### src/hdl/wordMem.sv
module wordMem #(
    parameter int Depth = 64
) (
    input  logic                     clk,
    input  logic                     we,
    input  logic [$clog2(Depth)-1:0] addr,
    input  logic [31:0]              wdata,
    output logic [31:0]              rdata
);

    logic [31:0] mem [Depth];

    always_ff @(posedge clk) begin
        if (we) begin
            mem[addr] <= wdata;
        end
    end

    assign rdata = mem[addr];  // Read is combinational

endmodule

### config.mk
export PLATFORM = sky130hd
export DESIGN_NAME = wordMem
export DESIGN_NICKNAME = d
export VERILOG_FILES = /design/src/hdl/wordMem.sv
export SDC_FILE = /design/constraint.sdc
export NUM_CORES = 2
export LEC_CHECK = 0
export BUFFER_PORTS_ARGS = -buffer_cell sky130_fd_sc_hd__buf_2
export CORE_ASPECT_RATIO = 0.7
export CORE_UTILIZATION = 55
export DETAILED_ROUTE_END_ITERATION = 10
export PLACE_DENSITY = 0.71
export SLEW_MARGIN = 20
export SYNTH_ARGS = -nofsm -noshare
export SYNTH_HDL_FRONTEND = slang
export SYNTH_SLANG_ARGS = --single-unit
### constraint.sdc
create_clock -name clk -period 4.02 [get_ports clk]
set_clock_uncertainty 0.15 [all_clocks]
set_input_delay 0.201 -clock clk [delete_from_list [all_inputs] [get_ports clk]]
set_output_delay 0.201 -clock clk [all_outputs]
set_load 0.03 [all_outputs]
==> out/metrics.yaml <==
status: "finished clean"
place_area_mm2: 0.0833
core_area_mm2: 0.141
syn_nets: 4247
drtIter0Drc: 7399
place_ws_ps: 156
final_area_mm2: 0.0892
clockBufferDepth: 3
period_share_pct: 99.2
ys.flop_type: "edfxtp_1"
required_ps: 3670
synth_area_per_cell_um2: 18.6
root_buffer: "clkbuf_16"
drc: 0
yosys_warnings: 0
firstDrtPassIters: 7
grt_max_degree: 81
period_minus_slack_ps: 3990
track_usage_pct: 29.9
p_per_area_mw_per_mm2: 481
largest-register: "mem"
min_path_type: "in -> reg"
slowest_delay_ps: 500
relSlewSlack_pct: 22.8
dp_hpwl_mm: 126
end_kind: "output pin"
tritoncts: "built"
vias_per_cell: 6.81
setup_violations: 0
yosysSeqAreaShare_pct: 78.6
arrival_ps: 3640
ys_seq_elements: 2048
gp_congestion: 0.910
grt.overflow.total: 0
dieHeight_um: 318
clkTransAtPathRegs_ps: 70
wirelength_mm: 216
cp-start-kind: "register"
cts_buffers: 179
clock.fmax_mhz: 251
critPathKind: "reg -> out"
grt_pass1_vias: 42300
antenna_found_initial: 11
rsz0062_at_grt: "no"
antenna_left: 0
tightest_slew_ps: 1160
post-route-util_pct: 63.3
place_inst: 6168
netlist_area_mm2: 0.0783
die_area_mm2: 0.144
vias: 44400
p_total_mw: 42.9
path_cells: "mux4_2 > mux2i_1 > o21ai_0 > a221o_1 > or3_1 > buf_2"
peakVddDrop_uv: 437
synthToLayoutAreaGrowth_pct: 14.0
num_rows: 115
cts.htree.levels: 4
largestRegisters: "mem: 2048 flops"
die_x_um: 453
drive_above_1_share_pct: 20.9
grt_pass1_wl_mm: 307
hold_viol_final: 0
hp-start: "wdata[6]"
synth_edf_count: 2048
synthCells: 4207
maxSlewViolCount: 0
finalSetupTns_ps: 0
startpoint: "mem[47][30]"
largest_register_ffs: 2048
cp_max_fo: 1
hold_slack_ps: 228
fin_ws_ps: 30.6
critPathSlowestCell: "or3_1"
portBuffers: 71
cts_sinks: 2048
async_flop_share_pct: 0
start_util_pct: 55.6
wire_per_inst_um: 33.1
drv_cap: 0
finalNonFillerCells: 6525
nFillCells: 9492
io_pins: 72
ys_types: 55
power.leakage_nw: 28.9
fin_nets: 4550
post_cts_buffers: 0
-- critical path: cells and delay by family, from the launching register on --
| family | cells | cell delay (ps) |
|---|---|---|
| muxes | 2 | 960 |
| AOI/OAI and AO/OA | 2 | 790 |
| and+or+nand+nor | 1 | 500 |
| DFF | 1 | 360 |
| buffers and inverters | 1 | 230 |
-- cell usage in the layout (no fill, tap or decap), types with 5 or more instances in the layout --
master / n
a2111oi_0: 15
a211oi_1: 17
a21oi_1: 121
a221o_1: 15
a221oi_1: 175
a222oi_1: 16
a22o_1: 66
a22oi_1: 188
a31oi_1: 43
and3_1: 85
buf_12: 51
buf_2: 64
buf_4: 269
bufinv_16: 10
clkbuf_1: 43
clkbuf_16: 180
clkinv_1: 33
clkinv_2: 36
clkinv_8: 7
dlygate4sd3_1: 33
edfxtp_1: 2048
mux2_2: 147
mux2i_1: 254
mux2i_2: 5
mux4_2: 96
nand2_1: 27
nand2b_1: 15
nand3_1: 53
nor2_1: 77
nor2_4: 67
nor3_1: 19
nor4_1: 14
o21ai_0: 84
o221ai_1: 6
o22a_1: 70
o22ai_1: 93
o2bb2ai_1: 15
or4_1: 11
or4b_1: 13
-- timing repair --
action,in CTS,in global routing
hold buffers,30,3
endpoints found under the hold margin,1189,192
setup endpoints to repair,3,6
gates resized for setup,4,6
-- final timing paths --
kind / slack [ps] / cells after the start / end
max: 30 / 6 / rdata[30]
min: 230 / 2 / mem[48][6]
-- per-layer routing --
| metal | track usage [%] | wire length [µm] |
|---|---|---|
| met5 | 0 | 31 |
| met4 | 8.07 | 4980 |
| met1 | 46.1 | 87300 |
| met2 | 41.3 | 92500 |
| met3 | 9.13 | 30900 |
-- synth_stat cells (8+ instances only) --
library cell  instances  share of area (%)
nor2_1              145               0.70
nor2b_1               8              0.064
nand3_1              54               0.35
a22oi_1             188                1.8
a31oi_1              43               0.34
clkbuf_1            168               0.81
nand2b_1             18               0.14
o22ai_1              93               0.74
nand2_1              28               0.13
mux2i_1             259                3.3
buf_4                 8              0.077
or4b_1               14               0.18
mux2_2              147                2.1
nor3_1               22               0.14
a222oi_1             16               0.20
a221o_1              15               0.19
a21oi_1             121               0.77
o21ai_0              84               0.54
o2bb2ai_1            15               0.17
or4_1                15               0.14
a2111oi_0            15               0.17
a22o_1               66               0.74
nor4_1               14               0.11
a221oi_1            175                2.0
edfxtp_1           2048                 79
mux4_2               96                2.8
a211oi_1             17               0.16
buf_2                83               0.53
and3_1               85               0.68
o22a_1               70               0.78
buf_1                33               0.16
-- report_power, final --
group | total, mW | internal (mW) | leakage, nW | switching, mW
registers | 23.7 | 23.6 | 18.4 | 0.0333
logic | 2.64 | 0.824 | 7.76 | 1.82
clock network | 16.6 | 8.92 | 2.72 | 7.70
total | 42.9 | 33.4 | 28.9 | 9.55
-- layout make-up --
type	count	area, µm²	share of cell area [%]
inverter	2	15.0	0.0168
antenna	4	10.0	0.0112
sequential	2048	61500	68.9
multi-input combinational	1859	16100	18.0
tap	1872	2340	2.63
timing repair buffer	420	3740	4.19
clock buffer	223	4670	5.23
clock inverter	97	877	0.983
-- cell families after synthesis --
kind of cell / synth area share (%)
and+or+nand+nor: 2.83
buffers and inverters: 1.70
AOI/OAI and AO/OA: 8.73
muxes: 8.19
DFF: 78.6
Power figures use the tool's default switching activity.
