`config.mk`:
```
export PLATFORM = sky130hd
export DESIGN_NAME = regFile
export DESIGN_NICKNAME = d
export VERILOG_FILES = /design/src/hdl/regFile.sv
export SDC_FILE = /design/constraint.sdc
export NUM_CORES = 2
export LEC_CHECK = 0
export BUFFER_PORTS_ARGS = -buffer_cell sky130_fd_sc_hd__buf_2
export CAP_MARGIN = 20
export CORE_MARGIN = 4
export CORE_UTILIZATION = 40
export CTS_CLUSTER_DIAMETER = 200
export DETAILED_ROUTE_END_ITERATION = 12
export MAX_ROUTING_LAYER = met4
export SYNTH_ARGS = -nofsm -noshare
export SYNTH_HDL_FRONTEND = slang
export SYNTH_SLANG_ARGS = --single-unit
```
`constraint.sdc`:
```
create_clock -name clk -period 1.8 [get_ports clk]
set_clock_uncertainty 0.15 [all_clocks]
set_input_delay 0.18 -clock clk [delete_from_list [all_inputs] [get_ports clk]]
set_output_delay 0.18 -clock clk [all_outputs]
set_load 0.02 [all_outputs]
```
`src/hdl/regFile.sv`:
```
module regFile (
    input  logic        clk,
    input  logic        arstN,
    input  logic [4:0]  rs1,
    input  logic [4:0]  rs2,
    input  logic [4:0]  rd,
    input  logic [4:0]  dbgAddr,
    input  logic        we,
    input  logic [31:0] wd,
    output logic [31:0] rd1,
    output logic [31:0] rd2,
    output logic [31:0] dbgData
);

    logic [31:0] regs [32];

    always_ff @(posedge clk or negedge arstN) begin
        if (!arstN) begin
            for (int i = 0; i < 32; i++) begin
                regs[i] <= '0;
            end
        end else if (we && rd != 5'd0) begin  // x0 stays zero
            regs[rd] <= wd;
        end
    end

    assign rd1     = regs[rs1];
    assign rd2     = regs[rs2];
    assign dbgData = regs[dbgAddr];

endmodule

```
==> run summary <==
reg-to-reg startpoint: regs[984]
CP required: 1.47 ns
Most flops, register: regs
global-route wire length before repair: 358 mm
most frequent cells in the layout: mux2i_1 (1531), dfrtp_1 (1024), mux2_2 (982)
Largest register FFs: 1024
dpl ws: -0.632 ns
fin worst setup slack: -0.834 ns
register area share after synthesis: 39.9%
RePlAce Congestion: 0.927
first-pass detailed-route iteration total: 6
top flop regs: regs: 1024 flops
launching element type of the critical path: flop
Die Ht: 409 µm
Die ar.: 0.167 mm²
GRT Total Usage: 29.0%
Avg Cell Area, Syn: 11.1 µm²
initial antenna violation count: 9
total number of yosys warnings: 0
status: complete, but fails checks
FF-to-FF End: regs[984]
share of cells above drive strength 1: 36.1%
dpl cells: 8033
fillcell total: 14000
highest metal used: met4
post-route insts no fill: 8267
final worst-path cycle share: 146%
clk_lat worst skew: 0.74 ns
via count: 51600
Slew HR: 51.2%
total CTS buffers: 118
PortBufs: 150
R2R Setup Slk: 0.71 ns
initial core utilization: 40.4%
WS Path Type: reg2out
FMAX: 380 MHz
unrepaired setup endpoints after global routing: yes
Critical Path AT: 2.30 ns
R2R cell count: 2
power density over the cells: 967 mW/mm²
Pleak: 37.5 nW
htree depth: 3
Max-Cap Viols: 0
routed len/inst: 29.3 µm
vias in the first global route: 52400
routed wl met2: 110 mm
Worst Max-Slew Pin Slew: 0.732 ns
WHS: -0.0200 ns
DIE WIDTH: 409 µm
worst path bufs/invs: 1
Metal-1 WL: 105 mm
Clock Pin Slew Worst Setup and Hold Paths: 0.06 ns
Final setup viols: 96
metal3 WL: 16.7 mm
worst-path cell with the longest stage delay: dfrtp_1
Nets: 6145
Synth Cell Area: 0.0642 mm²
Max Slew Vio Count: 0
Setup crit end kind: primary output
remaining antenna violation count: 0
maximum number of pins on one net before global-route repair: 96
I/O pin total: 151
Layout area overhead: 23.9%
clock sink count: 1024
Syn Nets: 5823
Longest Clk Path Bufs: 3
Mapped Cells: 5768
slowest stage delay, CP: 0.41 ns
First DRT Iteration DRCs: 5187
final hold vios: 12
CP Max Fanout: 4
most common cell after layout, fill and taps aside: mux2i_1
failing checks: hold timing, setup timing
core area: 0.159 mm²
Yosys cell types: 29
Seq cells post-synth: 1024
Tmin final: 2.63 ns
GRT overflow: 0
worst path cell trace: mux2i_1, a22o_1, nor3_2, a31oi_1, nand3_2, buf_6
CTS tree: yes
Max IR drop VDD: 0.00101 V
row count: 146
hpwl dp: 162 mm
final WL: 242 mm
CTS root buffer: clkbuf_16
Crit path max-delay family: flip-flops
via/cell ratio: 6.24
# DRC: 0
worst hold path class: in2async
[repair_timing]
item / in CTS / in global routing
hold buffers: 37 / 0
pin swaps: 200 / 170
endpoints found under the setup margin: 96 / 562
setup buffers: 16 / 5
gates resized for setup: 454 / 44
hold endpoints to repair: 2016 / 0
[cell type report]
cell class,count,area [µm²],area share (%)
Timing Repair Buffer,807,9320,11.7
Sequential cell,1024,25600,32.2
Antenna cell,7,17.5,0.0220
Tap cell,2072,2590,3.26
Clock buffer,175,3490,4.38
Clock inverter,43,519,0.652
Multi-Input combinational cell,4139,38000,47.8
[metal layers]
layer,vias to the layer above,track usage (%)
li1,22200,-
met1,26800,38.4
met2,2091,44.6
met3,558,4.74
met4,0,11.5
met5,-,-
[tightest hold or removal path, cell delays in order]
cell and delay (ns):
dlygate4sd3_1 0.56, buf_8 0.20, buf_12 0.32
[where the power goes]
group	switching, W	total [W]	internal (W)
clock	0.0103	0.0251	0.0148
sequential	0.00465	0.0321	0.0274
combinational	0.00960	0.0198	0.0102
[synthesized netlist by cell type (all sizes together)]
library cell     n  area share [%]
dfrtp         1024              40
nand4b           1           0.014
or3              1          0.0097
nor2b           14            0.14
mux2i         1536              24
nand2b           9           0.088
nand2          306             1.8
nor3            99            0.78
nand4            1          0.0097
clkbuf         276             1.6
or2              3           0.029
a31oi           96            0.93
mux2           992              17
a22o           192             2.6
nor2            17           0.099
and3             1          0.0097
buf            329             2.7
a22oi          288             3.4
a21oi          288             2.2
and2             3           0.029
nand3          292             2.3
[cell families after synthesis]
group,after synthesis,synth area share (%)
muxes,2528,41.3
DFF,1024,39.9
AOI/OAI and AO/OA,864,9.16
and+or+nand+nor,747,5.27
buffers and inverters,605,4.35
[stage by stage]
stage	setup TNS (ns)	total power, W	util (%)	instance area (µm²)	hold slack (ns)
3_3_place_gp	-105.54	0.0498	45.9	73000	-0.0618
5_1_grt	-69.93	0.0804	50.1	79600	0.0500
4_1_cts	-86.62	0.0769	49.9	79400	0.0102
2_1_floorplan	-0.484	0.0436	-	64400	-0.266
3_5_place_dp	-116.65	0.0505	45.9	73000	-0.0594
6_report	-61.99	0.0770	50.1	79600	-0.0200
[how the worst max path moves through the flow]
stage               depth (start not counted)     endpoint  slack [ns]       start
floorplan                                   8  dbgData[18]      -0.007  dbgAddr[1]
global placement                           10      rd1[28]       -0.59      rs1[0]
detailed placement                         10      rd1[28]       -0.63      rs1[0]
CTS                                         6  dbgData[16]       -0.83   regs[784]
global route                                6  dbgData[16]       -0.92   regs[784]
finish                                      6      rd1[16]       -0.83   regs[944]
Note: power is estimated with default switching activity, not from simulation.
