--- config.mk ---
export PLATFORM = sky130hd
export DESIGN_NAME = instrCounter
export DESIGN_NICKNAME = d
export VERILOG_FILES = /design/src/hdl/instrCounter.sv
export SDC_FILE = /design/constraint.sdc
export NUM_CORES = 1
export LEC_CHECK = 0
export BUFFER_PORTS_ARGS = -buffer_cell sky130_fd_sc_hd__buf_4
export CORE_AREA = 2 2 76 78
export CTS_BUF_LIST = sky130_fd_sc_hd__clkbuf_4 sky130_fd_sc_hd__clkbuf_8
export CTS_CLUSTER_DIAMETER = 200
export DETAILED_ROUTE_END_ITERATION = 6
export DIE_AREA = 0 0 78 80
export PLACE_DENSITY_LB_ADDON = 0.05
export SYNTH_ARGS = -nofsm -noshare
export SYNTH_HDL_FRONTEND = slang
export SYNTH_SLANG_ARGS = --single-unit
export TNS_END_PERCENT = 10
--- constraint.sdc ---
create_clock -name clk -period 5.2 [get_ports clk]
set_clock_uncertainty 0.2 [all_clocks]
set_input_delay 1.04 -clock clk [delete_from_list [all_inputs] [get_ports clk]]
set_output_delay 1.04 -clock clk [all_outputs]
set_load 0.01 [all_outputs]
--- src/hdl/instrCounter.sv ---
module instrCounter (
    input  logic        clk,
    input  logic        arstN,
    input  logic        clear,
    input  logic        running,
    input  logic        retire,
    output logic [31:0] cycleCount,
    output logic [31:0] retiredCount
);

    always_ff @(posedge clk or negedge arstN) begin
        if (!arstN) begin
            cycleCount   <= '0;
            retiredCount <= '0;
        end else if (clear) begin  // Start of a new run
            cycleCount   <= '0;
            retiredCount <= '0;
        end else begin
            cycleCount   <= cycleCount + {31'd0, running};
            retiredCount <= retiredCount + {31'd0, retire};
        end
    end

endmodule

==> results.toml <==
[setup_path]
timing.critical_path.from_type = "primary input"
r2r_slack_ns = 2.46
critPathMaxFanout = 24
cp-endpoint = "retiredCount[19]"
crit-reg2reg-capture = "retiredCount[19]"
timing_startpoint_of_the_critical_path = "retire"
rr_startpoint = "retiredCount[0]"
setup_crit_end_kind = "flip-flop"
worstSetupPathType = "in2reg"
crit_required_ns = 5.20
cp_data_arrival_time_ns = 3.13
worstRegToRegCells = 6

[sta]
headroom_to_the_max_slew_limit = 0.3668
final.setup.worst_slack_ns = 2.068
maxClockFrequency_mhz = 319.3
rsz0062_at_grt = "no"
final_hold_viol_count = 0
min_period_over_period = 0.6023
slew_viol_final = 0
setup_viol_count_final = 0
worstMarginPinSlew_ns = 0.9470
fin_crit_ns = 3.132
setup-tns-final_ns = 0

[cells_and_area]
synthToLayoutAreaGrowth_pct = 23.52
finalNonFillerCells = 475
register_area_sq_um = 1602
finish.utilization = 0.7269
antenna_cells_inserted = 0
fillCellCount = 431
design.final.nets = 407
layout.cells.most_common_list = "buf_4, dfrtp_1, nor2_1, xnor2_1, nand3_1"
layout_commonest_cell = "buf_4"
multi_input_area_sq_um = 1471
post_route_cells_drive_above_1_share = 0.2258

[clock_tree]
cts-buffers-inserted = 9
clk-insertion-delay-late_ns = 0.34
clock_transition_time_at_the_flip_flop_clock_pins_of_the_worst_setup_and_hold_paths_ns = 0.07
clock_tree.buffer_depth = 2
clock_sinks = 64
h-tree-depth = 3
cts_tree = "built"
postCtsSetupBuffers = 0
post_cts_resize_count = 0
buffer_type_at_the_clock_tree_root = "clkbuf_8"
cts.hold.buffers_added = 0

[placed_design]
dpl_worst_slack_ns = 1.728
place.port_buffers = 68
dp_hpwl_mm = 4.309
gp_congestion = 0.7959
place_inst = 459

[route]
route.antenna.remaining_nets = 0
drc = 0
via_count = 2571
dr.pass1.iters = 6
wl_per_cell_um = 14.01
drt-initial-drc-count = 162
totalWireLength_mm = 6.654
avgViaCountPerCell = 5.413

[global_routing]
grt_remaining_overflow = 0
track_usage = 0.2235
grt_max_degree = 66
grt_pass1_vias = 2369
grt_first_pass_wirelength_mm = 10.81
antenna_found_initial = 0

[floorplanning]
design.die.area_sq_um = 6240
chipWidth_um = 78
floorplan.initialDensity = 0.5884
rows = 27
coreArea_sq_um = 5405
floorplan.io_pins = 69
die_height_um = 80

[pwr]
leakagePower_nw = 1.702
max-vdd-ir-drop_mv = 0.2032
power_per_cell_area_nw_per_um2 = 250.5

[synthesis]
synthCells = 333
synth_warnings = 0
post_synth.cell_area_avg_sq_um = 9.551
synthArstFlopShare = 1.000
synthesis.area_sq_um = 3181
synthFlopType = "dfrtp_1"
syn_nets = 342
synth-edff-count = 0
synth_cell_type_count = 30
synth_area_leaders = "dfrtp_1, xnor2_1, nor2_1"
seq_area_frac_synth = 0.5035
ys_seq_elements = 64
dominant_cell_type_by_area_after_synthesis = "dfrtp_1"
yosysTopAreaCellShare = 0.5035

[job]
timing.max_cap.violations = 0

[hold_path]
timing.hold.worst.class = "reg2reg"

[run_status]
run_status = "finished clean"
-- kinds of logic after synthesis --
family | synth area share
and+or+nand+nor | 0.2714
DFF | 0.5035
xor gates and xnor gates | 0.1459
buffers and inverters | 0.03383
AOI/OAI and AO/OA | 0.02950
adders and majority gates | 0.01574
-- metal layers --
| metal | GRT usage | vias up | part of all wire |
|---|---|---|---|
| met5 | 0 | - | 0 |
| met4 | 0.1246 | 0 | 0.023 |
| met3 | 0.03620 | 12 | 0.042 |
| met2 | 0.3681 | 70 | 0.48 |
| met1 | 0.2823 | 1230 | 0.46 |
| li1 | - | 1259 | - |
-- worst min-delay path by stage --
stage	from	endpoint	slack, ns	cells past startpoint
5_1_grt	retiredCount[17]	retiredCount[17]	0.41	2
6_report	retiredCount[17]	retiredCount[17]	0.37	2
4_1_cts	retiredCount[17]	retiredCount[17]	0.38	2
3_3_place_gp	cycleCount[21]	cycleCount[21]	0.35	2
2_1_floorplan	retiredCount[31]	retiredCount[31]	0.37	2
3_5_place_dp	cycleCount[29]	cycleCount[29]	0.37	2
-- layout make-up --
type                    instances  area share
repair buffers                 68      0.1299
multi-input cells             242      0.3745
flip-flops and latches         64      0.4076
clock buffers                  13     0.04236
well taps                      72     0.02293
clock inverters                 3     0.01019
inverters                      13     0.01242
-- Yosys cell counts (2+ instances only) --
library cell and instances:
dfrtp_1 64, nor2_1 58, xnor2_1 42, nand3_1 22
nand2_1 20, nor4_1 16, inv_1 13, nor3_1 13
xor2_1 11, a21oi_1 9, clkbuf_1 9, o21ai_0 8
or3_1 8, nand4_1 7, and4_1 6, and3_1 4
ha_1 4, nor4_2 3, buf_1 2, buf_2 2
nor2b_1 2, or4_1 2
-- flip-flops by register name (all words and copies together), names as in the netlist --
| signal | count |
|---|---|
| cycleCount | 32 |
| retiredCount | 32 |
-- per-stage QoR --
| stage | instance area (sq um) | hold slack, ns | power (mW) |
|---|---|---|---|
| floorplan | 3181 | 0.3721 | 0.5287 |
| global placement | 3722 | 0.3521 | 0.5484 |
| detailed placement | 3722 | 0.3658 | 0.5488 |
| CTS | 3929 | 0.3807 | 0.9936 |
| global route | 3929 | 0.4073 | 1.020 |
| finish | 3929 | 0.3739 | 0.9841 |
-- where the power goes --
group / internal (mW) / leakage [nW] / switching [mW]
sequential: 0.501 / 0.892 / 0.00375
clock: 0.257 / 0.110 / 0.189
combinational: 0.0104 / 0.700 / 0.0235
total: 0.768 / 1.70 / 0.216
-- worst max-delay path, stage by stage --
cell     delay, ns
buf_4         0.09
ha_1          0.14
and2_0        0.26
nand4_1       0.79
nor4_1        0.60
xnor2_1       0.16
nor2_1        0.05
Note: power is estimated with default switching activity, not from simulation.
