`src/hdl/rvPkg.sv`:
```
package rvPkg;

    localparam int XLEN       = 32;
    localparam int IMEM_WORDS = 64;
    localparam int DMEM_WORDS = 64;
    localparam int IMEM_AW    = $clog2(IMEM_WORDS);
    localparam int DMEM_AW    = $clog2(DMEM_WORDS);

    // RV32I major opcodes handled by the decoder
    localparam logic [6:0] OPC_REG    = 7'b0110011;
    localparam logic [6:0] OPC_IMM    = 7'b0010011;
    localparam logic [6:0] OPC_LOAD   = 7'b0000011;
    localparam logic [6:0] OPC_STORE  = 7'b0100011;
    localparam logic [6:0] OPC_BRANCH = 7'b1100011;
    localparam logic [6:0] OPC_SYSTEM = 7'b1110011;

    localparam logic [31:0] ECALL_WORD = 32'h0000_0073;

    typedef enum logic [2:0] {
        IDLE,
        FETCH,
        DECODE,
        EXEC,
        MEM,
        WB,
        HALT
    } stateE;

    typedef enum logic [3:0] {
        ADD, SUB, AND, OR, XOR, SLT, SLTU, SLL, SRL, SRA
    } aluOpE;

    typedef struct packed {
        aluOpE aluOp;
        logic  aluSrcImm;  // Operand B from immediate
        logic  regWrite;
        logic  memRead;
        logic  memWrite;
        logic  branch;
        logic  branchNe;   // Invert branch sense
        logic  halt;
        logic  illegal;
    } ctrlT;

    typedef struct packed {
        ctrlT        ctrl;
        logic [4:0]  rs1;
        logic [4:0]  rs2;
        logic [4:0]  rd;
        logic [31:0] imm;  // Already sign extended
    } decodedT;

    typedef struct packed {
        logic irLoad;
        logic opLoad;
        logic aluLoad;
        logic pcInc;
        logic pcBranch;
        logic mdrLoad;
        logic rfWrite;
    } stepT;

endpackage
```
`src/hdl/ctrlFsm.sv`:
```
module ctrlFsm (
    input  logic          clk,
    input  logic          arstN,
    input  logic          run,
    input  logic          loadEn,
    input  rvPkg::decodedT dec,
    input  logic          zero,
    output rvPkg::stepT   step,
    output logic          dmemWe,
    output logic          imemWe,
    output logic          clear,
    output logic          retire,
    output logic          running,
    output logic          halted,
    output logic          fault
);
    import rvPkg::*;

    stateE state;
    stateE nextState;
    logic  taken;

    assign taken   = zero ^ dec.ctrl.branchNe;  // BNE flips the compare
    assign running = (state != IDLE) && (state != HALT);
    assign imemWe  = loadEn && (state == IDLE);  // Loads only while idle

    always_comb begin
        nextState = state;
        step      = '0;
        dmemWe    = 1'b0;
        retire    = 1'b0;
        clear     = 1'b0;
        case (state)
            IDLE: begin
                if (run) begin
                    nextState = FETCH;
                    clear     = 1'b1;  // PC and counters restart
                end
            end
            FETCH: begin
                step.irLoad = 1'b1;
                nextState   = DECODE;
            end
            DECODE: begin
                step.opLoad = 1'b1;
                nextState   = EXEC;
            end
            EXEC: begin
                if (dec.ctrl.illegal) begin
                    nextState = HALT;
                end else if (dec.ctrl.halt) begin
                    nextState = HALT;
                    retire    = 1'b1;  // ECALL retires
                end else if (dec.ctrl.branch) begin
                    step.pcBranch = taken;
                    step.pcInc    = ~taken;
                    retire        = 1'b1;
                    nextState     = FETCH;
                end else begin
                    step.aluLoad = 1'b1;
                    if (dec.ctrl.memRead || dec.ctrl.memWrite) begin
                        nextState = MEM;
                    end else begin
                        nextState = WB;
                    end
                end
            end
            MEM: begin
                if (dec.ctrl.memWrite) begin
                    dmemWe     = 1'b1;
                    step.pcInc = 1'b1;
                    retire     = 1'b1;
                    nextState  = FETCH;
                end else begin
                    step.mdrLoad = 1'b1;
                    nextState    = WB;
                end
            end
            WB: begin
                step.rfWrite = dec.ctrl.regWrite;
                step.pcInc   = 1'b1;
                retire       = 1'b1;
                nextState    = FETCH;
            end
            HALT: begin
                if (!run) begin
                    nextState = IDLE;
                end
            end
            default: nextState = IDLE;
        endcase
    end

    always_ff @(posedge clk or negedge arstN) begin
        if (!arstN) begin
            state  <= IDLE;
            halted <= 1'b0;
            fault  <= 1'b0;
        end else begin
            state <= nextState;
            if (state == EXEC && nextState == HALT) begin
                halted <= 1'b1;
                fault  <= dec.ctrl.illegal;
            end else if (nextState == IDLE) begin
                halted <= 1'b0;
                fault  <= 1'b0;
            end
        end
    end

endmodule

```
`config.mk`:
```
export PLATFORM = sky130hd
export DESIGN_NAME = ctrlFsm
export DESIGN_NICKNAME = d
export VERILOG_FILES = /design/src/hdl/rvPkg.sv /design/src/hdl/ctrlFsm.sv
export SDC_FILE = /design/constraint.sdc
export NUM_CORES = 1
export LEC_CHECK = 0
export CAP_MARGIN = 15
export CORE_AREA = 4 4 41 43
export CTS_CLUSTER_DIAMETER = 40
export DETAILED_ROUTE_END_ITERATION = 16
export DIE_AREA = 0 0 45 47
export DONT_BUFFER_PORTS = 1
export RECOVER_POWER = 50
export SLEW_MARGIN = 20
export SYNTH_ARGS = -nofsm -noshare
export SYNTH_HDL_FRONTEND = slang
export SYNTH_SLANG_ARGS = --single-unit
```
`constraint.sdc`:
```
create_clock -name clk -period 1.1 [get_ports clk]
set_input_delay 0.165 -clock clk [delete_from_list [all_inputs] [get_ports clk]]
set_output_delay 0.165 -clock clk [all_outputs]
set_load 0.03 [all_outputs]
```
==> metrics.txt <==
largest net degree at the start of global routing 9; count leader, synth dfrtp_1; P&R area growth vs syn 83.43%; syn_area_per_cell approximately 8.7 µm²; MaxCap Viol Count 0; met3 Use GR 0.04981; DPL Wire Length around 1.0 mm; Die ar. approximately 2100 µm²; Switching Share 0.4585; sequential fraction of the synthesis area 0.3012; RSZ-0062 raised after global routing true; crit path max fanout 6; clk_lat worst skew 250 ps; Mapped Area roughly 420 µm²; Critical path buffers and inverters 0; Core Region between 1000 and 1500 µm²; adder-cell share of the synthesized area 0; Psw ~1100 µW; CP Cell Sequence and3b_2 -> nand3_4 -> o21ai_4; violations in the final reports setup timing; Post-Syn Instances 48; vias in the first global route approximately 480; Total GRT Usage 0.1500; maximum VDD drop 1411 µV; Fmax roughly 670 MHz; Yosys warning total 0; worst slew pin tran around 400 ps; P_int 1279 µW; RePlAce Congestion slightly below 0.9; post-synth cell types 31; chip height ~47 µm; post-route ant nets 0; CTS Buf Count 3; Initial Util 0.3192; min Tclk post-route about 1500 ps; fin util 0.5856; Top FF cell, synth dfrtp_1; GR peak layer met2; post-route setup slack -394.8 ps; CP max-delay cell dfrtp_2; Residual DRC 0; # setup viols final 17; clk_skew 1.408 ps; most frequent cells after synthesis 5 x dfrtp_1, 4 x nor2_1, 4 x nor2b_1; slew margin rel. 0.7333; Avg Vias per Cell 5.512; Seq cells post-synth 5; M1 GR Usage 0.1682; met2 usage 0.2401; row cnt 13; CTS Root Cell clkbuf_4; xor/xnor share of the synthesized area 0.02108; Crit path max-delay family flip-flops; syn_nets between 100 and 150; Slew Limit Fails 0; share of cells above drive strength 1 0.6957; Clock Power Share 0.095; Final Cell Area ~760 µm²; buffers added on ports 0; CTS Sinks 5; Final Net Count 134; final wirelength 1.483 mm; Pre-Repair DR Iteration Count 4; dpl cell area ~600 µm²; Inserted Diodes 0; Die Width roughly 45 µm; main combinational cell family by area after synthesis simple AND/OR/NAND/NOR gates; Worst EP arrival ~1300 ps; period utilization 1.359; critical path type reg -> out; WP data required ~940 ps; pwr dens just over 3000 nW/µm²; Reg clk slew, reported paths about 50 ps; Hold/Removal Path Class in -> reg; FFs w/ async S/R, synth 1.000; combinational share of power 0.709; initial antenna violation count 0; top cells by area, synth dfrtp_1 30%, nor2b_1 6.0%, a21o_1 5.4%; CP Capture Type primary output; htree depth 1; Hold Vio Cnt, Final 0; CTS tree built; Synth Area in Compound Gates 0.2470; Synth top area share 0.3012; Post-synth EDFFs 0; CP startpoint kind register; WL per Instance ~18 µm; DR iter-0 viols 5; Post-Synth Simple-Gate Area 0.3645; post-synthesis mux area share 0; cell taking the most area after synthesis dfrtp_1; Clock Tree Buf Depth 2; Sequential Power Share 0.196; status finished with violations; first-pass GRT wire length 2.180 mm; vias between 400 and 500; GRT overflow 0; P_leak 0.0003398 µW; slowest stage delay, CP 440 ps; # IOs approximately 80
routing by layer:
layer / share of wire / vias up
met2: 0.48 / 24
met3: 0.099 / 6
li1: - / 222
met1: 0.39 / 211
met4: 0.031 / 0
met5: 0 / -
metrics by stage:
stage          cells  hold WS [ps]  power [µW]  setup TNS, ps  worst slack (ps)
3_5_place_dp      75        -130.5        1689          -2020            -216.3
6_report          84         42.51        2362          -4559            -394.8
4_1_cts           82         49.49        2152          -4445            -384.1
2_1_floorplan     48        -130.6        1339         -916.2            -180.5
3_3_place_gp      75        -130.4        1669          -1818            -212.7
5_1_grt           84         50.34        2503          -5416            -432.8
registers in the layout, indices dropped and copies added (netlist names):
signal / cells
state: 3
halted: 1
fault: 1
worst paths after layout:
check	startpoint	depth (start not counted)	to	slack, ps
setup reg to reg	state[2]$_DFF_PN0_	6	fault$_DFFE_PN0P_	-300
max in group asynchronous	arstN	1	state[0]$_DFF_PN0_	670
hold / removal	dec[51]	1	state[2]$_DFF_PN0_	40
hold reg to reg	fault$_DFFE_PN0P_	1	fault$_DFFE_PN0P_	550
min in group asynchronous	arstN	1	state[1]$_DFF_PN0_	210
setup / recovery	state[2]$_DFF_PN0_	3	step[3]	-390
area by class of cell:
type,instances,area [µm²]
Clock buffer,4,26.28
Multi-Input combinational cell,39,405.4
Timing Repair Buffer,20,178.9
Sequential cell,5,128.9
Fill cell,126,539.3
Tap cell,15,18.77
Inverter,1,3.754
layout by cell type, fill, tap and decap left out:
cell type / n
nor2_1: 2
o21ai_2: 1
and3b_2: 1
nor3_1: 2
a21o_1: 3
and3_1: 1
or3_4: 1
nand2_1: 1
nand2b_4: 1
a32oi_2: 1
a32o_2: 1
o21bai_1: 1
o21ai_4: 1
nand2_2: 1
inv_1: 1
nand3b_4: 1
dfrtp_2: 3
buf_4: 12
nand4b_1: 1
o2bb2ai_1: 1
a221oi_2: 1
nor2_4: 2
nor4_4: 1
nor2b_4: 3
clkbuf_4: 3
a31oi_1: 1
o211ai_1: 1
and2_4: 2
dlygate4sd3_1: 1
o31ai_4: 1
xor2_1: 1
clkbuf_1: 1
nor2b_2: 1
nand3_4: 1
buf_6: 7
and3_4: 1
a21oi_1: 1
nor3b_2: 1
dfrtp_1: 2
power by group through the flow:
stage | Sequential [µW] | Clock [µW] | Combinational [µW]
6_report | 463 | 225 | 1670
3_5_place_dp | 440 | 0 | 1250
3_3_place_gp | 438 | 0 | 1230
4_1_cts | 454 | 226 | 1470
5_1_grt | 482 | 243 | 1780
2_1_floorplan | 406 | 0 | 933
cells by family (layout without fill, tap and decap cells):
logic type | Yosys count | after routing
flops | 5 | 5
xor+xnor | 1 | 1
compound gates | 14 | 14
buf+inv | 4 | 25
simple gates | 24 | 24
worst reg2reg max path, cell delays in order (launching register included):
cell	delay [ps]
dfrtp_2	440
and3b_2	290
buf_4	120
buf_6	90
buf_6	80
nand2_1	40
a32o_2	230
what timing repair did:
action	4_1_cts	5_1_grt
pin swaps	4	4
gates resized for setup	17	10
buffers inserted	2	3
hold buffers	1	0
endpoints found under the hold margin	5	0
endpoints found under the setup margin	17	17
Power figures use the tool's default switching activity.
