`src/hdl/rvPkg.sv`:
```
package rvPkg;

    localparam int XLEN       = 32;
    localparam int IMEM_WORDS = 64;
    localparam int DMEM_WORDS = 64;
    localparam int IMEM_AW    = $clog2(IMEM_WORDS);
    localparam int DMEM_AW    = $clog2(DMEM_WORDS);

    // RV32I major opcodes handled by the decoder
    localparam logic [6:0] OPC_REG    = 7'b0110011;
    localparam logic [6:0] OPC_IMM    = 7'b0010011;
    localparam logic [6:0] OPC_LOAD   = 7'b0000011;
    localparam logic [6:0] OPC_STORE  = 7'b0100011;
    localparam logic [6:0] OPC_BRANCH = 7'b1100011;
    localparam logic [6:0] OPC_SYSTEM = 7'b1110011;

    localparam logic [31:0] ECALL_WORD = 32'h0000_0073;

    typedef enum logic [2:0] {
        IDLE,
        FETCH,
        DECODE,
        EXEC,
        MEM,
        WB,
        HALT
    } stateE;

    typedef enum logic [3:0] {
        ADD, SUB, AND, OR, XOR, SLT, SLTU, SLL, SRL, SRA
    } aluOpE;

    typedef struct packed {
        aluOpE aluOp;
        logic  aluSrcImm;  // Operand B from immediate
        logic  regWrite;
        logic  memRead;
        logic  memWrite;
        logic  branch;
        logic  branchNe;   // Invert branch sense
        logic  halt;
        logic  illegal;
    } ctrlT;

    typedef struct packed {
        ctrlT        ctrl;
        logic [4:0]  rs1;
        logic [4:0]  rs2;
        logic [4:0]  rd;
        logic [31:0] imm;  // Already sign extended
    } decodedT;

    typedef struct packed {
        logic irLoad;
        logic opLoad;
        logic aluLoad;
        logic pcInc;
        logic pcBranch;
        logic mdrLoad;
        logic rfWrite;
    } stepT;

endpackage
```
`src/hdl/execPath.sv`:
```
module execPath (
    input  logic           clk,
    input  logic           arstN,
    input  rvPkg::stepT    step,
    input  logic           clear,
    input  rvPkg::decodedT dec,
    input  logic [31:0]    imemData,
    input  logic [31:0]    rd1,
    input  logic [31:0]    rd2,
    input  logic [31:0]    aluY,
    input  logic [31:0]    dmemData,
    output logic [31:0]    pc,
    output logic [31:0]    instr,
    output logic [31:0]    opA,
    output logic [31:0]    opB,
    output logic [31:0]    aluOut,
    output logic [31:0]    wbData,
    output logic [31:0]    storeData
);
    import rvPkg::*;

    logic [XLEN-1:0] rs2Val;  // Operand B as read from the register file
    logic [XLEN-1:0] mdr;

    always_ff @(posedge clk or negedge arstN) begin
        if (!arstN) begin
            pc <= '0;
        end else if (clear) begin
            pc <= '0;
        end else if (step.pcBranch) begin
            pc <= pc + dec.imm;  // Taken branch
        end else if (step.pcInc) begin
            pc <= pc + 32'd4;
        end
    end

    always_ff @(posedge clk) begin
        if (step.irLoad) begin
            instr <= imemData;
        end
        if (step.opLoad) begin
            opA    <= rd1;
            rs2Val <= rd2;
        end
        if (step.aluLoad) begin
            aluOut <= aluY;
        end
        if (step.mdrLoad) begin
            mdr <= dmemData;
        end
    end

    assign opB       = dec.ctrl.aluSrcImm ? dec.imm : rs2Val;
    assign wbData    = dec.ctrl.memRead ? mdr : aluOut;
    assign storeData = rs2Val;

endmodule

```
`config.mk`:
```
export PLATFORM = sky130hd
export DESIGN_NAME = execPath
export DESIGN_NICKNAME = d
export VERILOG_FILES = /design/src/hdl/rvPkg.sv /design/src/hdl/execPath.sv
export SDC_FILE = /design/constraint.sdc
export NUM_CORES = 1
export LEC_CHECK = 0
export ABC_CLOCK_PERIOD_IN_PS = 6100
export BUFFER_PORTS_ARGS = -buffer_cell sky130_fd_sc_hd__buf_2
export CELL_PAD_IN_SITES_DETAIL_PLACEMENT = 1
export CELL_PAD_IN_SITES_GLOBAL_PLACEMENT = 1
export CORE_AREA = 2 2 177 179
export CTS_CLUSTER_DIAMETER = 50
export DETAILED_ROUTE_END_ITERATION = 6
export DIE_AREA = 0 0 179 181
export PLACE_DENSITY_LB_ADDON = 0.15
export SYNTH_ARGS = -nofsm -noshare
export SYNTH_HDL_FRONTEND = slang
export SYNTH_SLANG_ARGS = --single-unit
export TNS_END_PERCENT = 5
```
`constraint.sdc`:
```
create_clock -name clk -period 6.1 [get_ports clk]
set_input_delay 0.305 -clock clk [delete_from_list [all_inputs] [get_ports clk]]
set_output_delay 0.305 -clock clk [all_outputs]
set_load 0.1 [all_outputs]
```
==> results of run 1 <==
==> cells by family (layout without fill, tap and decap cells) <==
logic type / count (synthesis) / after routing / synth area share, %
muxes: 66 / 66 / 8.39
xor gates and xnor gates: 49 / 49 / 4.86
AOI/OAI and AO/OA: 125 / 125 / 9.86
other: 0 / 8 / 0
adders and majority gates: 33 / 33 / 4.76
and+or+nand+nor: 129 / 129 / 7.27
buffers and inverters: 33 / 473 / 1.42
DFF: 192 / 192 / 63.5
==> power breakdown <==
group | internal, uW | switching [uW] | total, uW
Combinational | 334 | 1360 | 1690
Clock | 553 | 594 | 1150
Sequential | 1550 | 77.0 | 1620
==> per-stage QoR <==
stage                     utilization [%]  total power (uW)  hold slack, ns  cell area [um^2]
after floorplan                         -              3010         0.00941              8830
after global placement               37.5              3350           0.473             11400
after detailed placement             37.5              3360           0.460             11400
after CTS                            39.5              4510         0.00705             12000
after global routing                 39.6              4640         0.00231             12000
final                                39.6              4460          0.0301             12000
==> area by class of cell <==
class	instances	area, um^2	share of cell area [%]
multi-input cells	402	3100	25.8
diodes	8	20.0	0.167
inverters	12	45.0	0.375
repair buffers	429	2160	18.0
clock inverters	15	166	1.38
flip-flops and latches	192	5610	46.6
clock buffers	17	425	3.54
well taps	396	495	4.12
==> how the worst max path moves through the flow <==
stage                     start     end  slack, ns  cells after the start
final                     pc[2]  pc[20]       3.04                     10
after global routing      pc[2]  pc[20]       2.75                     10
after CTS                 pc[2]  pc[20]       2.93                     10
after detailed placement  pc[2]  pc[20]       2.97                     10
after global placement    pc[2]  pc[20]       3.05                     10
after floorplan           pc[2]  pc[20]       2.93                     10
==> state kept, by name, summed over array words and instances, names as in the netlist <==
name / flops
aluOut: 32
mdr: 32
storeData: 32
pc: 32
instr: 32
opA: 32
==> routing by layer <==
layer	global-route usage (%)	up-vias	routed length, um
met5	0	-	83
met4	6.11	14	736
met1	19.9	3330	10900
met3	7.07	48	2430
met2	32.2	238	15200
li1	-	3257	-
==> cells in the final DEF (no fill, tap or decap), types with 4 or more instances in the layout <==
cell type	synthesis	final
buf_2	1	426
edfxtp_1	160	160
mux2_2	64	64
nor2_1	39	39
ha_1	32	32
dfrtp_1	32	32
xnor2_1	29	29
a21oi_1	28	28
nand2_1	26	26
a211oi_1	21	21
a21o_1	20	20
xor2_1	20	20
clkbuf_16	0	17
nand3_1	13	13
inv_1	12	12
o21ai_0	12	12
and3_1	11	11
nand4_1	9	9
diode_2	0	8
nor2b_1	7	7
o22ai_1	6	6
o21bai_1	6	6
nand2b_1	4	4
o21a_1	4	4
o31ai_1	4	4
nor3_1	4	4
inv_8	0	4
clkinv_8	0	4
==> impl_metrics.yaml, run 1 <==
run_status:
  status: "completed"
floorplan:
  die_w_um: 179
  rows: 64
  ios: 453
  start_util_pct: 29.1
  chipHeight_um: 181
  die_area_um2: 32400
  design.core.area_um2: 30300
sta:
  fin_skew_ns: 0.0148
  finalCritPeriodShare_pct: 50.1
  finalHoldViolCount: 0
  grt_setup_unrepaired: "false"
  tightest_slew_ns: 0.948
  setup-tns-final_ns: 0
  period_needed_ns: 3.06
  worst_slack_ns: 3.04
  slew_viol_final: 0
  setup_viol: 0
  slew-limit-headroom_pct: 36.8
  fmax_ghz: 0.327
synthesis:
  synth_cell_types: 56
  syn_inst: 627
  synth_ff_type: "edfxtp_1"
  syn_area_um2: 8830
  synth_edf_count: 160
  synth_top_cell_by_area: "edfxtp_1"
  synth.net_count: 889
  synth_area_leaders: "edfxtp_1, dfrtp_1, mux2_2"
  synth_top_area_share_pct: 54.4
  synth.yosys.warnings: 0
  ys_ff_latch: 192
  yosys-top-cells-count: "edfxtp_1, mux2_2, nor2_1"
  syn_area_per_cell_um2: 14.1
  ys_seq_area_share_pct: 63.5
  synth-async-reset-ratio_pct: 16.7
  synth_most_common_cell: "edfxtp_1"
clock_tree:
  numCtsBuffers: 17
  cts_setup_buffers: 0
  cts_resized: 0
  holdBufCountCts: 1
  cts-root-buf: "clkbuf_16"
  path_clk_slew_ns: 0.09
  clk_latency_ns: 0.44
  ctsLongestPathBuffers: 2
  cts_htree_levels: 4
  cts_tree: "yes"
  clock-sinks: 192
worst_setup_path:
  slowest_delay_ns: 0.56
  cp_slowest_cell: "dfrtp_1"
  required_ns: 6.43
  path_class: "reg -> reg"
  worstReg2RegEnd: "pc[20]"
  worst_setup_path_end_kind: "register"
  start_kind: "register"
  path_buf_inv: 0
  crit_path_cell_trace: "ha_1 -> nor2b_1 -> o31ai_1 -> a21oi_1 -> a21o_1 -> a211oi_1 -> o21bai_1 -> a21o_1 -> xnor2_1 -> a211oi_1"
  critPathTopFamily: "compound AO/OA/AOI/OAI gates"
  crit_fanout: 9
  rr_worst_depth: 10
  rrSetupSlack_ns: 3.04
  reg2reg_from: "pc[2]"
  crit_arrival_ns: 3.39
job:
  drv_cap: 0
finish:
  stdcell_count: 1471
  n_fill_cell: 3395
  layout-drive-gt1-share_pct: 50.1
  nets: 1316
  syn_to_final_growth_pct: 36.1
pwr:
  p_per_area_nw_per_um2: 371
  p_leak_uw: 0.00532
  ir_worst_vdd_v: 0.000154
global_routing:
  grt_pass1_vias: 7409
  grt-ovfl-total: 0
  track_usage_pct: 18.3
  antenna_found_initial: 14
  grt_max_degree: 65
  grt_pass1_wl_mm: 44.3
route:
  wl_mm: 29.4
  postRouteAntennaNets: 0
  vias: 6887
  routed_via_density: 4.68
  first_pass_iters: 4
  avgRoutedWirePerCell_um: 20.0
  drt_iter0_markers: 340
  drc: 0
hold_path:
  min_to: "storeData[8]"
  hp-class: "in -> reg"
  min_from: "rd2[8]"
  hold_depth: 1
placement:
  portBuffers: 426
  hpwl_mm: 22.8
  place_congestion: 0.756
  dp_slack_ns: 2.97
  dp_cells: 1429
No activity file was read; power rests on OpenSTA's default activity.
==> inputs of run 2 (changes only) <==
--- a/config.mk
+++ b/config.mk
@@ -5,7 +5,7 @@
 export SDC_FILE = /design/constraint.sdc
 export NUM_CORES = 1
 export LEC_CHECK = 0
-export ABC_CLOCK_PERIOD_IN_PS = 6100
+export ABC_CLOCK_PERIOD_IN_PS = 3180
 export BUFFER_PORTS_ARGS = -buffer_cell sky130_fd_sc_hd__buf_2
 export CELL_PAD_IN_SITES_DETAIL_PLACEMENT = 1
 export CELL_PAD_IN_SITES_GLOBAL_PLACEMENT = 1
==> constraint.sdc (replaced) <==
create_clock -name clk -period 3.18 [get_ports clk]
set_input_delay 0.159 -clock clk [delete_from_list [all_inputs] [get_ports clk]]
set_output_delay 0.159 -clock clk [all_outputs]
set_load 0.1 [all_outputs]
==> run 2 against run 1 <==
Net effect:
- non-clock buffer count increased by 170
- final cell count increased by 11%
- global-route usage increased by 1.8 points
- routed wire length increased by 11%
- total power increased by 97%
- clock skew decreased by 0.0030 ns
- first-iteration DRC count decreased by 3.5%
- maximum frequency increased by 11%
- sequential cell count unchanged
- critical endpoint is now pc[28]
==> impl_metrics.yaml, run 2 (synthesis gave the netlist of run 1 again) <==
run_status:
  status: "completed"
sta:
  finalHoldViolCount: 0
  finalCritPeriodShare_pct: 86.3
  setup_viol: 0
  fin_skew_ns: 0.0118
  tightest_slew_ns: 0.875
  setup-tns-final_ns: 0
  slew_viol_final: 0
  period_needed_ns: 2.74
  whs_ns: 0.122
  grt_setup_unrepaired: "false"
  fmax_ghz: 0.364
  worst_slack_ns: 0.436
  slew-limit-headroom_pct: 41.7
global_routing:
  antenna_found_initial: 6
  grt_pass1_vias: 8393
  grt_max_degree: 51
  track_usage_pct: 20.1
  grt_pass1_wl_mm: 48.7
  grt-ovfl-total: 0
hold_path:
  hp-class: "in -> reg"
placement:
  portBuffers: 426
  dpl_cell_area_um2: 11500
  dp_slack_ns: 0.371
  hpwl_mm: 22.8
  place_congestion: 0.766
finish:
  final_cell_mix: "buf_2, dlygate4sd3_1, edfxtp_1"
  nets: 1486
  final_common_cell: "buf_2"
  n_fill_cell: 3314
  syn_to_final_growth_pct: 55.0
  layout-drive-gt1-share_pct: 44.0
  finalInstanceArea_um2: 13700
route:
  wl_mm: 32.6
  avgRoutedWirePerCell_um: 19.9
  postRouteAntennaNets: 0
  first_pass_iters: 4
  drt_iter0_markers: 328
  routed_via_density: 4.62
  drc: 0
  vias: 7571
worst_setup_path:
  rrSetupSlack_ns: 0.44
  path_class: "reg -> reg"
  worst_setup_path_end_kind: "register"
  crit_arrival_ns: 3.05
  required_ns: 3.49
  start_kind: "register"
  crit_fanout: 5
clock_tree:
  cts_htree_levels: 4
  path_clk_slew_ns: 0.08
  clk_latency_ns: 0.44
  cts_setup_buffers: 0
  ctsLongestPathBuffers: 2
  cts-root-buf: "clkbuf_16"
  clock-sinks: 192
  cts_tree: "yes"
  numCtsBuffers: 17
pwr:
  power.internal_uw: 4860
  p_clk_share_pct: 25.3
  ir_worst_vdd_v: 0.000299
  p_total_uw: 8770
  p_comb_share_pct: 39.3
  p_leak_uw: 0.00604
  p_per_area_nw_per_um2: 641
  p_sw_share_pct: 44.6
  pwr-share-seq_pct: 35.4
  power.switching_uw: 3910
floorplan:
  die_area_um2: 32400
  start_util_pct: 29.1
  ios: 453
  die_w_um: 179
  design.core.area_um2: 30300
  chipHeight_um: 181
  rows: 64
job:
  drv_cap: 0
run 2: cell type report:
cell class,count,area (um^2),share of cell area (%)
multi-input cells,402,3100,22.7
inverters,12,45.0,0.329
clock buffers,17,425,3.11
flip-flops and latches,192,5610,41.0
repair buffers,599,3850,28.1
clock inverters,14,155,1.13
diodes,5,12.5,0.0914
well taps,396,495,3.62
run 2: worst max-delay path: stages (launching register included):
cell	delay [ns]
dfrtp_1	0.37
ha_1	0.18
inv_1	0.05
fa_1	0.40
nor2b_1	0.17
o31ai_1	0.11
a21oi_1	0.21
a21o_1	0.27
a21oi_1	0.12
a21o_1	0.26
o31ai_1	0.32
o311ai_1	0.15
run 2: metrics by stage:
stage | instances | util, %
final | 1637 | 45.1
after global routing | 1635 | 45.1
after CTS | 1632 | 45.1
after detailed placement | 1440 | 37.8
after global placement | 1440 | 37.8
after floorplan | 627 | -
run 2: path summary, 6_finish.rpt:
path / from / endpoint / cells past startpoint
worst min-delay path: dec[0] / pc[0] / 4
max in group asynchronous: arstN / pc[23] / 2
worst max-delay path: pc[0] / pc[28] / 11
min in group asynchronous: arstN / pc[6] / 2
worst min register to register: pc[0] / pc[0] / 2
worst max register to register: pc[0] / pc[28] / 11
run 2: per-layer routing:
metal	part of all wire [%]	vias up	track usage [%]
li1	-	3583	-
met1	37	3672	21.3
met2	53	268	36.8
met3	6.9	44	6.52
met4	2.8	4	6.80
met5	0.083	-	0
run 2: timing repair:
| action | CTS | global route |
|---|---|---|
| hold buffers | 161 | 0 |
| gates resized for setup | 0 | 0 |
| endpoints found under the hold margin | 192 | 0 |
run 2: power groups by stage:
stage | clock network (uW) | registers [uW] | logic [uW]
4_1_cts | 2270 | 3100 | 3470
5_1_grt | 2350 | 3140 | 3610
2_1_floorplan | 0 | 4500 | 1260
3_3_place_gp | 0 | 3150 | 3290
6_report | 2220 | 3110 | 3450
3_5_place_dp | 0 | 3160 | 3300
